**src/hdl/primDispatch_params.svh**
```systemverilog
// Widths, sizes and constants of the primitive dispatch stage
// Word addresses of the leaf register port
// Global primitive group queued on ray restart

`ifndef PRIM_DISPATCH_PARAMS_SVH
`define PRIM_DISPATCH_PARAMS_SVH

// Primitive index and count widths
`define BVH_PRIMITIVE_INDEX_WIDTH 16
`define BVH_PRIMITIVE_AMOUNT_WIDTH 8

// Lanes per AABB test unit, and log2 of it
`define AABB_TEST_UNIT_SIZE_WIDTH 2
`define AABB_TEST_UNIT_SIZE 4

// Queue pointer width, one slot kept free
`define PRIM_GROUP_FIFO_PTR_WIDTH 3

// Group queued on restart, always of type AABB
`define BVH_GLOBAL_PRIMITIVE_START_IDX 16'h0100
`define BVH_GLOBAL_PRIMITIVE_COUNT 3

// Wishbone word addresses
`define LEAF_ADDR_GROUP0 2'd0
`define LEAF_ADDR_GROUP1 2'd1
`define LEAF_ADDR_CTRL 2'd2
`define LEAF_ADDR_STATUS 2'd3

`endif

```
**src/hdl/primDispatchPkg.sv**
```systemverilog
// Shared types of the primitive dispatch stage
// Enums for primitive type and leaf command
// Packed structs for groups, queries, batches and the Wishbone port

`include "primDispatch_params.svh"

package primDispatchPkg;

    //----------------------------------------------------------------------
    // Enums
    //----------------------------------------------------------------------
    typedef enum logic [1:0] {
        PT_Sphere,
        PT_AABB,
        PT_Triangle
    } PrimitiveType;

    // CTRL register opcode
    typedef enum logic [1:0] {
        LC_None,
        LC_Push,
        LC_Restart
    } LeafCommand;

    //----------------------------------------------------------------------
    // Primitive ranges
    //----------------------------------------------------------------------
    // One queued range of primitives
    typedef struct packed {
        PrimitiveType PrimType;
        logic [`BVH_PRIMITIVE_INDEX_WIDTH-1:0] StartPrimitive;
        logic [`BVH_PRIMITIVE_AMOUNT_WIDTH-1:0] NumPrimitives;
    } PrimitiveGroup;

    // Leaf result, two ranges sharing one type
    typedef struct packed {
        PrimitiveType PrimType;
        logic [`BVH_PRIMITIVE_INDEX_WIDTH-1:0] Group0Start;
        logic [`BVH_PRIMITIVE_AMOUNT_WIDTH-1:0] Group0Count;
        logic [`BVH_PRIMITIVE_INDEX_WIDTH-1:0] Group1Start;
        logic [`BVH_PRIMITIVE_AMOUNT_WIDTH-1:0] Group1Count;
    } LeafPushData;

    // Range cursor, EndIndex rounded up to the unit size
    typedef struct packed {
        PrimitiveType PrimType;
        logic [`BVH_PRIMITIVE_INDEX_WIDTH-1:0] StartIndex;
        logic [`BVH_PRIMITIVE_INDEX_WIDTH-1:0] EndIndex;
        logic [`BVH_PRIMITIVE_INDEX_WIDTH-1:0] RealEndIndex;
    } PrimitiveQueryData;

    // One lane batch for the hit-test units
    typedef struct packed {
        PrimitiveType PrimType;
        logic [`BVH_PRIMITIVE_INDEX_WIDTH-1:0] BaseIndex;
        logic [`AABB_TEST_UNIT_SIZE-1:0] LaneMask;
    } PrimitiveBatch;

    //----------------------------------------------------------------------
    // Wishbone classic
    //----------------------------------------------------------------------
    typedef struct packed {
        logic Cyc;
        logic Stb;
        logic We;
        logic [1:0] Adr;
        logic [31:0] Dat;
    } WbRequest;

    typedef struct packed {
        logic Ack;
        logic [31:0] Dat;
    } WbResponse;

endpackage

```
**src/hdl/leafRegs.sv**
```systemverilog
// Wishbone classic slave for leaf results
// GROUP0 and GROUP1 range registers, CTRL decode and STATUS readback
// Push and restart pulse for the single Ack cycle of a CTRL write

`timescale 1ns/10ps
`include "primDispatch_params.svh"

module leafRegs (
    input  logic clk,
    input  logic resetn,
    input  primDispatchPkg::WbRequest wbReq,
    output primDispatchPkg::WbResponse wbRsp,
    input  logic idle,
    input  logic overflow,
    input  logic [`PRIM_GROUP_FIFO_PTR_WIDTH-1:0] groupCount,
    output logic push,
    output logic restart,
    output primDispatchPkg::LeafPushData pushData
);

    localparam int indexWidth = `BVH_PRIMITIVE_INDEX_WIDTH;
    localparam int groupBits = `BVH_PRIMITIVE_INDEX_WIDTH + `BVH_PRIMITIVE_AMOUNT_WIDTH;

    logic ack;
    logic wrStrobe;
    logic ctrlWrite;
    logic [groupBits-1:0] group0Reg;
    logic [groupBits-1:0] group1Reg;
    logic [31:0] statusWord;
    logic [31:0] readData;
    primDispatchPkg::LeafCommand ctrlCmd;
    primDispatchPkg::PrimitiveType ctrlType;

    // Ack one cycle after request, dropped for one cycle after
    always_ff @(posedge clk, negedge resetn) begin
        if (!resetn) begin
            ack <= 1'b0;
        end else begin
            ack <= wbReq.Cyc && wbReq.Stb && !ack;
        end
    end

    // Writes take effect in the Ack cycle
    assign wrStrobe = ack && wbReq.Cyc && wbReq.Stb && wbReq.We;
    assign ctrlWrite = wrStrobe && (wbReq.Adr == `LEAF_ADDR_CTRL);

    // Range registers, start in low bits, count above
    always_ff @(posedge clk) begin
        if (wrStrobe && (wbReq.Adr == `LEAF_ADDR_GROUP0)) begin
            group0Reg <= wbReq.Dat[groupBits-1:0];
        end
        if (wrStrobe && (wbReq.Adr == `LEAF_ADDR_GROUP1)) begin
            group1Reg <= wbReq.Dat[groupBits-1:0];
        end
    end

    //----------------------------------------------------------------------
    // CTRL decode
    //----------------------------------------------------------------------
    assign ctrlCmd = primDispatchPkg::LeafCommand'(wbReq.Dat[1:0]);
    assign ctrlType = primDispatchPkg::PrimitiveType'(wbReq.Dat[3:2]);

    assign push = ctrlWrite && (ctrlCmd == primDispatchPkg::LC_Push);
    assign restart = ctrlWrite && (ctrlCmd == primDispatchPkg::LC_Restart);

    // Type comes with the CTRL write itself
    assign pushData.PrimType = ctrlType;
    assign pushData.Group0Start = group0Reg[indexWidth-1:0];
    assign pushData.Group0Count = group0Reg[groupBits-1:indexWidth];
    assign pushData.Group1Start = group1Reg[indexWidth-1:0];
    assign pushData.Group1Count = group1Reg[groupBits-1:indexWidth];

    //----------------------------------------------------------------------
    // Readback
    //----------------------------------------------------------------------
    always_comb begin
        statusWord = '0;
        statusWord[0] = idle;
        statusWord[1] = overflow;
        statusWord[4 +: `PRIM_GROUP_FIFO_PTR_WIDTH] = groupCount;
    end

    // CTRL reads back as zero
    always_comb begin
        case (wbReq.Adr)
            `LEAF_ADDR_GROUP0: readData = 32'(group0Reg);
            `LEAF_ADDR_GROUP1: readData = 32'(group1Reg);
            `LEAF_ADDR_STATUS: readData = statusWord;
            default: readData = '0;
        endcase
    end

    assign wbRsp.Ack = ack;
    assign wbRsp.Dat = readData;

endmodule

```
**src/hdl/primitiveQueue.sv**
```systemverilog
// Circular FIFO of primitive groups, two groups per push
// Range cursor over the dequeued group in aligned unit steps
// Sticky overflow flag and restart with the global group

`timescale 1ns/10ps
`include "primDispatch_params.svh"

module primitiveQueue (
    input  logic clk,
    input  logic resetn,
    input  logic push,
    input  logic restart,
    input  primDispatchPkg::LeafPushData pushData,
    input  logic advance,
    input  logic load,
    output primDispatchPkg::PrimitiveQueryData query,
    output logic queryValid,
    output logic groupAvailable,
    output logic [`PRIM_GROUP_FIFO_PTR_WIDTH-1:0] groupCount,
    output logic overflow
);

    localparam int ptrWidth = `PRIM_GROUP_FIFO_PTR_WIDTH;
    localparam int indexWidth = `BVH_PRIMITIVE_INDEX_WIDTH;
    localparam int amountWidth = `BVH_PRIMITIVE_AMOUNT_WIDTH;
    localparam int depth = 1 << ptrWidth;
    localparam logic [indexWidth-1:0] unitSize = indexWidth'(`AABB_TEST_UNIT_SIZE);

    primDispatchPkg::PrimitiveGroup groups [depth];
    primDispatchPkg::PrimitiveGroup group0;
    primDispatchPkg::PrimitiveGroup group1;
    primDispatchPkg::PrimitiveGroup headGroup;
    primDispatchPkg::PrimitiveGroup globalGroup;
    primDispatchPkg::PrimitiveType curType;

    logic [ptrWidth-1:0] top;
    logic [ptrWidth-1:0] bottom;
    logic [ptrWidth-1:0] group1Slot;
    logic [ptrWidth-1:0] freeCount;
    logic [ptrWidth-1:0] needed;
    logic hasGroup0;
    logic hasGroup1;
    logic accept;
    logic overflowFlag;

    logic [indexWidth-1:0] startIndex;
    logic [indexWidth-1:0] endIndex;
    logic [indexWidth-1:0] realEndIndex;
    logic [indexWidth-1:0] headCount;
    logic [indexWidth-1:0] headRealEnd;
    logic [indexWidth-1:0] headAlignedEnd;

    //----------------------------------------------------------------------
    // Push side
    //----------------------------------------------------------------------
    assign group0 = '{pushData.PrimType, pushData.Group0Start, pushData.Group0Count};
    assign group1 = '{pushData.PrimType, pushData.Group1Start, pushData.Group1Count};

    // Zero-count ranges are skipped
    assign hasGroup0 = (pushData.Group0Count != '0);
    assign hasGroup1 = (pushData.Group1Count != '0);

    always_comb begin
        needed = '0;
        if (hasGroup0) needed = needed + 1'b1;
        if (hasGroup1) needed = needed + 1'b1;
    end

    // One slot always stays empty to tell full from empty
    assign groupCount = bottom - top;
    assign freeCount = ptrWidth'(depth - 1) - groupCount;

    // All or nothing, a partial push is never queued
    assign accept = push && (needed <= freeCount);

    // Group1 lands right behind Group0, or in its place
    assign group1Slot = hasGroup0 ? bottom + 1'b1 : bottom;

    assign globalGroup = '{primDispatchPkg::PT_AABB, `BVH_GLOBAL_PRIMITIVE_START_IDX,
                           amountWidth'(`BVH_GLOBAL_PRIMITIVE_COUNT)};

    always_ff @(posedge clk) begin
        if (restart) begin
            groups[0] <= globalGroup;
        end else if (accept) begin
            if (hasGroup0) groups[bottom] <= group0;
            if (hasGroup1) groups[group1Slot] <= group1;
        end
    end

    //----------------------------------------------------------------------
    // Head group ends
    //----------------------------------------------------------------------
    assign headGroup = groups[top];
    assign headCount = indexWidth'(headGroup.NumPrimitives);
    assign headRealEnd = headGroup.StartPrimitive + headCount;

    // Count rounded up to whole units
    assign headAlignedEnd = headGroup.StartPrimitive +
        (((headCount + unitSize - 1'b1) >> `AABB_TEST_UNIT_SIZE_WIDTH)
         << `AABB_TEST_UNIT_SIZE_WIDTH);

    //----------------------------------------------------------------------
    // Pointers, cursor and overflow
    //----------------------------------------------------------------------
    always_ff @(posedge clk, negedge resetn) begin
        if (!resetn) begin
            top <= '0;
            bottom <= '0;
            overflowFlag <= 1'b0;
            curType <= primDispatchPkg::PT_Sphere;
            startIndex <= '0;
            endIndex <= '0;
            realEndIndex <= '0;
        end else if (restart) begin
            // Global group becomes the only entry
            top <= '0;
            bottom <= ptrWidth'(1);
            overflowFlag <= 1'b0;
            startIndex <= '0;
            endIndex <= '0;
            realEndIndex <= '0;
        end else begin
            if (accept) begin
                bottom <= bottom + needed;
            end else if (push) begin
                overflowFlag <= 1'b1;
            end

            // Issuer guarantees load and advance are exclusive
            if (load) begin
                top <= top + 1'b1;
                curType <= headGroup.PrimType;
                startIndex <= headGroup.StartPrimitive;
                endIndex <= headAlignedEnd;
                realEndIndex <= headRealEnd;
            end else if (advance) begin
                startIndex <= startIndex + unitSize;
            end
        end
    end

    assign query = '{curType, startIndex, endIndex, realEndIndex};
    assign queryValid = (startIndex < endIndex);
    assign groupAvailable = (top != bottom);
    assign overflow = overflowFlag;

endmodule

```
**src/hdl/batchIssue.sv**
```systemverilog
// Lane batch output register with valid/take handshake
// Lane masks against the real range end
// Drives cursor advance and group load of the queue

`timescale 1ns/10ps
`include "primDispatch_params.svh"

module batchIssue (
    input  logic clk,
    input  logic resetn,
    input  primDispatchPkg::PrimitiveQueryData query,
    input  logic queryValid,
    input  logic groupAvailable,
    output logic advance,
    output logic load,
    output primDispatchPkg::PrimitiveBatch batch,
    output logic batchValid,
    input  logic batchTake,
    output logic idle
);

    localparam int indexWidth = `BVH_PRIMITIVE_INDEX_WIDTH;
    localparam int laneCount = `AABB_TEST_UNIT_SIZE;

    logic slotFree;
    logic [laneCount-1:0] nextMask;

    // Register empty, or emptied by a take this cycle
    assign slotFree = !batchValid || batchTake;

    // Capture and step the cursor together
    assign advance = slotFree && queryValid;

    // Next group as soon as the cursor runs out, even under back-pressure
    assign load = !queryValid && groupAvailable;

    // Lanes past the real end stay off
    always_comb begin
        for (int i = 0; i < laneCount; i++) begin
            nextMask[i] = (query.StartIndex + indexWidth'(i)) < query.RealEndIndex;
        end
    end

    always_ff @(posedge clk, negedge resetn) begin
        if (!resetn) begin
            batchValid <= 1'b0;
        end else if (advance) begin
            batchValid <= 1'b1;
        end else if (batchTake) begin
            batchValid <= 1'b0;
        end
    end

    // Payload held until the next capture
    always_ff @(posedge clk) begin
        if (advance) begin
            batch <= '{query.PrimType, query.StartIndex, nextMask};
        end
    end

    assign idle = !batchValid && !queryValid && !groupAvailable;

endmodule

```
**src/hdl/primDispatch.sv**
```systemverilog
// Primitive dispatch stage top level
// Chain of leaf register port, primitive queue and batch issuer

`timescale 1ns/10ps
`include "primDispatch_params.svh"

module primDispatch (
    input  logic clk,
    input  logic resetn,
    input  primDispatchPkg::WbRequest wbReq,
    output primDispatchPkg::WbResponse wbRsp,
    output primDispatchPkg::PrimitiveBatch batch,
    output logic batchValid,
    input  logic batchTake
);

    // Port to queue
    logic push;
    logic restart;
    primDispatchPkg::LeafPushData pushData;

    // Status back to the port
    logic idle;
    logic overflow;
    logic [`PRIM_GROUP_FIFO_PTR_WIDTH-1:0] groupCount;

    // Queue to issuer
    primDispatchPkg::PrimitiveQueryData query;
    logic queryValid;
    logic groupAvailable;
    logic advance;
    logic load;

    leafRegs uLeafRegs (
        .clk(clk),
        .resetn(resetn),
        .wbReq(wbReq),
        .wbRsp(wbRsp),
        .idle(idle),
        .overflow(overflow),
        .groupCount(groupCount),
        .push(push),
        .restart(restart),
        .pushData(pushData)
    );

    primitiveQueue uPrimitiveQueue (
        .clk(clk),
        .resetn(resetn),
        .push(push),
        .restart(restart),
        .pushData(pushData),
        .advance(advance),
        .load(load),
        .query(query),
        .queryValid(queryValid),
        .groupAvailable(groupAvailable),
        .groupCount(groupCount),
        .overflow(overflow)
    );

    batchIssue uBatchIssue (
        .clk(clk),
        .resetn(resetn),
        .query(query),
        .queryValid(queryValid),
        .groupAvailable(groupAvailable),
        .advance(advance),
        .load(load),
        .batch(batch),
        .batchValid(batchValid),
        .batchTake(batchTake),
        .idle(idle)
    );

endmodule

```
**config.mk**
```make
export PLATFORM = sky130hd
export DESIGN_NAME = primDispatch
export DESIGN_NICKNAME = d
export VERILOG_FILES = /design/src/hdl/primDispatchPkg.sv /design/src/hdl/leafRegs.sv /design/src/hdl/primitiveQueue.sv /design/src/hdl/batchIssue.sv /design/src/hdl/primDispatch.sv
export VERILOG_INCLUDE_DIRS = /design/src /design/src/hdl
export SDC_FILE = /design/constraint.sdc
export NUM_CORES = 1
export LEC_CHECK = 0
export BUFFER_PORTS_ARGS = -buffer_cell sky130_fd_sc_hd__buf_2
export CORE_ASPECT_RATIO = 0.9
export CORE_MARGIN = 5
export CORE_UTILIZATION = 41
export DETAILED_ROUTE_END_ITERATION = 8
export GPL_ROUTABILITY_DRIVEN = 0
export MAX_ROUTING_LAYER = met4
export REMOVE_ABC_BUFFERS = 1
export SYNTH_ARGS = -nofsm -noshare
export SYNTH_HDL_FRONTEND = slang
export SYNTH_SLANG_ARGS = --single-unit
```
**constraint.sdc**
```tcl
create_clock -name clk -period 5.22 [get_ports clk]
set_input_delay 1.044 -clock clk [delete_from_list [all_inputs] [get_ports clk]]
set_output_delay 1.044 -clock clk [all_outputs]
set_load 0.02 [all_outputs]
```
==> summary.txt <==
Outcome
  – Outcome: finished clean

Floorplanning
  – Die Wd: approximately 240 um
  – Io pins: between 90 and 100
  – Die H: around 220 um
  – Die area: between 50000 and 60000 um2
  – FP Rows: 75
  – Core ar.: roughly 47000 um2
  – Starting Density: 0.415

Routing
  – Final WL: around 52000 um
  – Via/cell ratio: 5.55
  – Routed via count: approximately 14000
  – ANT nets after route: 0
  – TritonRoute pass-1 iters: 5
  – DRC: 0
  – Number of DRC markers in iteration 0: between 1000 and 1500
  – Post-detailed-route wirelength per cell: 20.9 um

STA
  – Slew HR: 0.224
  – Number of hold violations in the final report: 0
  – Total negative slack: 0 ns
  – Tmin final: roughly 4.8 ns
  – RSZ-0062 raised after global routing: false
  – Final setup vio count: 0
  – Final Slew Violations: 0
  – Max Freq: 208 MHz
  – Final worst-path cycle share: 0.923
  – Slew @ Worst Pin: around 1.2 ns
  – WHS: 0.447 ns
  – Clock skew: about 0.026 ns
  – Worst Setup Slack, final: 0.404 ns

Clock tree
  – # H-tree levels: 2
  – CTS tree: built
  – Clk sinks: 337
  – CTS buffer count: 39
  – Post-CTS Hold Buffers: 0
  – Later-pin clock latency in the skew report: 0.57 ns
  – Clk slew on worst S/H paths: approximately 0.060 ns
  – Root Driver: clkbuf_16
  – Max Buffers Root-to-Sink: 3

Min path
  – Hold Path Cell Cnt: 0
  – Hold Crit Start: uPrimitiveQueue.curType[0]$_DFFE_PN0P_
  – Hold endpoint: uBatchIssue.batch[20]$_DFFE_PP_
  – Hold crit path type: flop to flop

Global route
  – Vias in the first global route: 13559
  – Global-route wire length before repair: 80100 um
  – Initial antenna violation count: 0
  – Pin count of the biggest net entering global routing: 54
  – GR Overflow Total: 0
  – Tot GR Track Use: 0.205

Critical path
  – Reg2reg path depth: 13
  – RR Startpoint: uPrimitiveQueue.top[0]$_DFFE_PN0P_
  – Critical path endpoint category: flop
  – Crit path launch type: flop
  – Crit path max fanout: 17
  – WP data required: roughly 5.5 ns
  – R2r setup slk: just over 0.4 ns
  – Crit Path Class: flop to flop
  – Reg2Reg Capture Point: uPrimitiveQueue.groups[1][0]$_DFFE_PP_
  – Crit path DAT: 5.06 ns

Synthesis
  – Most frequent cells after synthesis: nand2_1, edfxtp_1, o21ai_0, ha_1, clkbuf_1
  – Synthesized area: 19400 um2
  – Yosys Warn Count: 0
  – Number of flops mapped to enable cells by yosys: ~280
  – Mapped Cells: roughly 1800
  – Post-synthesis sequential area ratio: 0.506
  – Main synth FF type: edfxtp_1
  – Flops & latches, synth: about 340
  – Area leader, netlist: edfxtp_1
  – Syn Area/Cell: around 11 um2
  – Post-synth top area share: 0.430
  – Largest cells by area after synthesis: edfxtp_1, dfrtp_1, ha_1
  – Yosys cell types: 64
  – Most common cell in the netlist: nand2_1
  – FFs w/ async S/R, synth: 0.175

Cells and area
  – Layout cell share with drive strength beyond 1: 0.154
  – Post-route cell area: between 20000 and 25000 um2
  – Layout net count: ~2000
  – Area Growth Syn to Fin: 12.0%
  – Final core occ: 0.465
  – N_diodes: 0

Place
  – Input/output buffers: 79
  – DP HPWL: about 35000 um
  – Place WS: 0.358 ns
  – Placed Area: about 21000 um2

Power
  – Leak: between 0.008 and 0.009 uW
  – Register share of total power: 0.356
  – Switching Share: 0.373
  – VDD IR-drop max: 0.254 mV
  – Sw Pwr: approximately 3800 uW
  – Comb pwr share: 0.390
  – Clock power frac: 0.254
  – Power Density: 475 nW/um2
  – Internal cell power: between 6000 and 7000 uW

Run
  – Max Cap Violations: 0
==> registers in the layout, indices dropped and copies added (netlist names) <==
signal / flops
uLeafRegs.group1Reg: 24
uPrimitiveQueue.realEndIndex: 16
uLeafRegs.group0Reg: 24
uBatchIssue.batchValid: 1
uPrimitiveQueue.top: 3
uPrimitiveQueue.overflow: 1
uBatchIssue.batch: 22
uPrimitiveQueue.bottom: 3
uPrimitiveQueue.startIndex: 16
uPrimitiveQueue.groups: 208
uLeafRegs.ack: 1
uPrimitiveQueue.endIndex: 16
uPrimitiveQueue.curType: 2
==> cell type report <==
cell class | instances | area [um2]
fill | 4338 | 25000
sequential | 337 | 9830
multi-input combinational | 1268 | 8890
clock buffer | 50 | 1040
timing repair buffer | 132 | 831
tap | 616 | 771
inverter | 58 | 218
clock inverter | 20 | 156
==> worst max path at each step <==
stage / endpoint / slack [ns] / cells after the start / startpoint
final: uPrimitiveQueue.groups[1][0]$_DFFE_PP_ / 0.40 / 13 / uPrimitiveQueue.top[0]$_DFFE_PN0P_
after global placement: uPrimitiveQueue.endIndex[14]$_DFFE_PN0P_ / 0.43 / 16 / uPrimitiveQueue.top[0]$_DFFE_PN0P_
after floorplan: uPrimitiveQueue.groups[0][0]$_DFFE_PP_ / -2.01 / 10 / uPrimitiveQueue.top[0]$_DFFE_PN0P_
after detailed placement: uPrimitiveQueue.endIndex[14]$_DFFE_PN0P_ / 0.36 / 16 / uPrimitiveQueue.top[0]$_DFFE_PN0P_
after CTS: uPrimitiveQueue.endIndex[14]$_DFFE_PN0P_ / 0.31 / 16 / uPrimitiveQueue.top[0]$_DFFE_PN0P_
after global routing: uPrimitiveQueue.endIndex[14]$_DFFE_PN0P_ / 0.15 / 17 / uPrimitiveQueue.top[0]$_DFFE_PN0P_
==> power by group through the flow <==
stage	clock (uW)	combinational, uW	sequential [uW]
floorplan	0	2650	3860
global placement	0	3930	3720
detailed placement	0	4040	3730
CTS	2670	4060	3670
global route	2790	4510	3720
finish	2620	4030	3670
==> critical path, cell delays in order (launching register included) <==
cell and delay [ns]:
dfrtp_4 0.56, buf_4 0.36, ha_1 0.21, inv_1 0.05, fa_1 0.48, ha_1 0.33
a21oi_1 0.14, a211oi_1 0.09, nor3_2 0.51, and2_1 0.23, buf_4 0.30, nand2_1 0.23
o31ai_4 0.66, buf_4 0.34
==> logic make-up (layout without fill, tap and decap cells) <==
family                     after synthesis  count (layout)  share of synthesized area
other                                    1               8                   0.000193
AOI/OAI and AO/OA                      405             405                      0.121
muxes                                  103             103                     0.0902
DFF                                    337             337                      0.506
and+or+nand+nor                        546             546                      0.124
xor gates and xnor gates                91              91                     0.0418
adders and majority gates              115             115                     0.0757
buffers and inverters                  194             260                     0.0415
==> per-stage QoR <==
| stage | power (uW) | std cells |
|---|---|---|
| after detailed placement | 7760 | 2411 |
| after global routing | 11000 | 2481 |
| after floorplan | 6510 | 1663 |
| final | 10300 | 2481 |
| after global placement | 7650 | 2411 |
| after CTS | 10400 | 2481 |
==> cell usage in the layout, fill, tap and decap left out, drive strengths merged, types with 22 or more instances in the layout <==
master,instances
a21o,37
a21oi,82
buf,132
clkbuf,50
dfrtp,59
edfxtp,278
ha,111
inv,60
mux2i,32
mux4,52
nand2,314
nor2,101
nor3,22
o21ai,207
xnor2,59
xor2,32
==> routing by layer <==
metal / part of all wire / wire (um) / vias up / track usage
li1: - / - / 6524 / -
met1: 0.42 / 22100 / 6716 / 0.261
met2: 0.49 / 25200 / 451 / 0.335
met3: 0.062 / 3230 / 90 / 0.0390
met4: 0.028 / 1450 / 0 / 0.0595
met5: 0 / 0 / - / -
==> timing repair <==
item | 4_1_cts | 5_1_grt
setup buffers | 0 | 0
gates resized for setup | 0 | 1
setup endpoints to repair | 0 | 1
No activity file was read; power rests on OpenSTA's default activity.
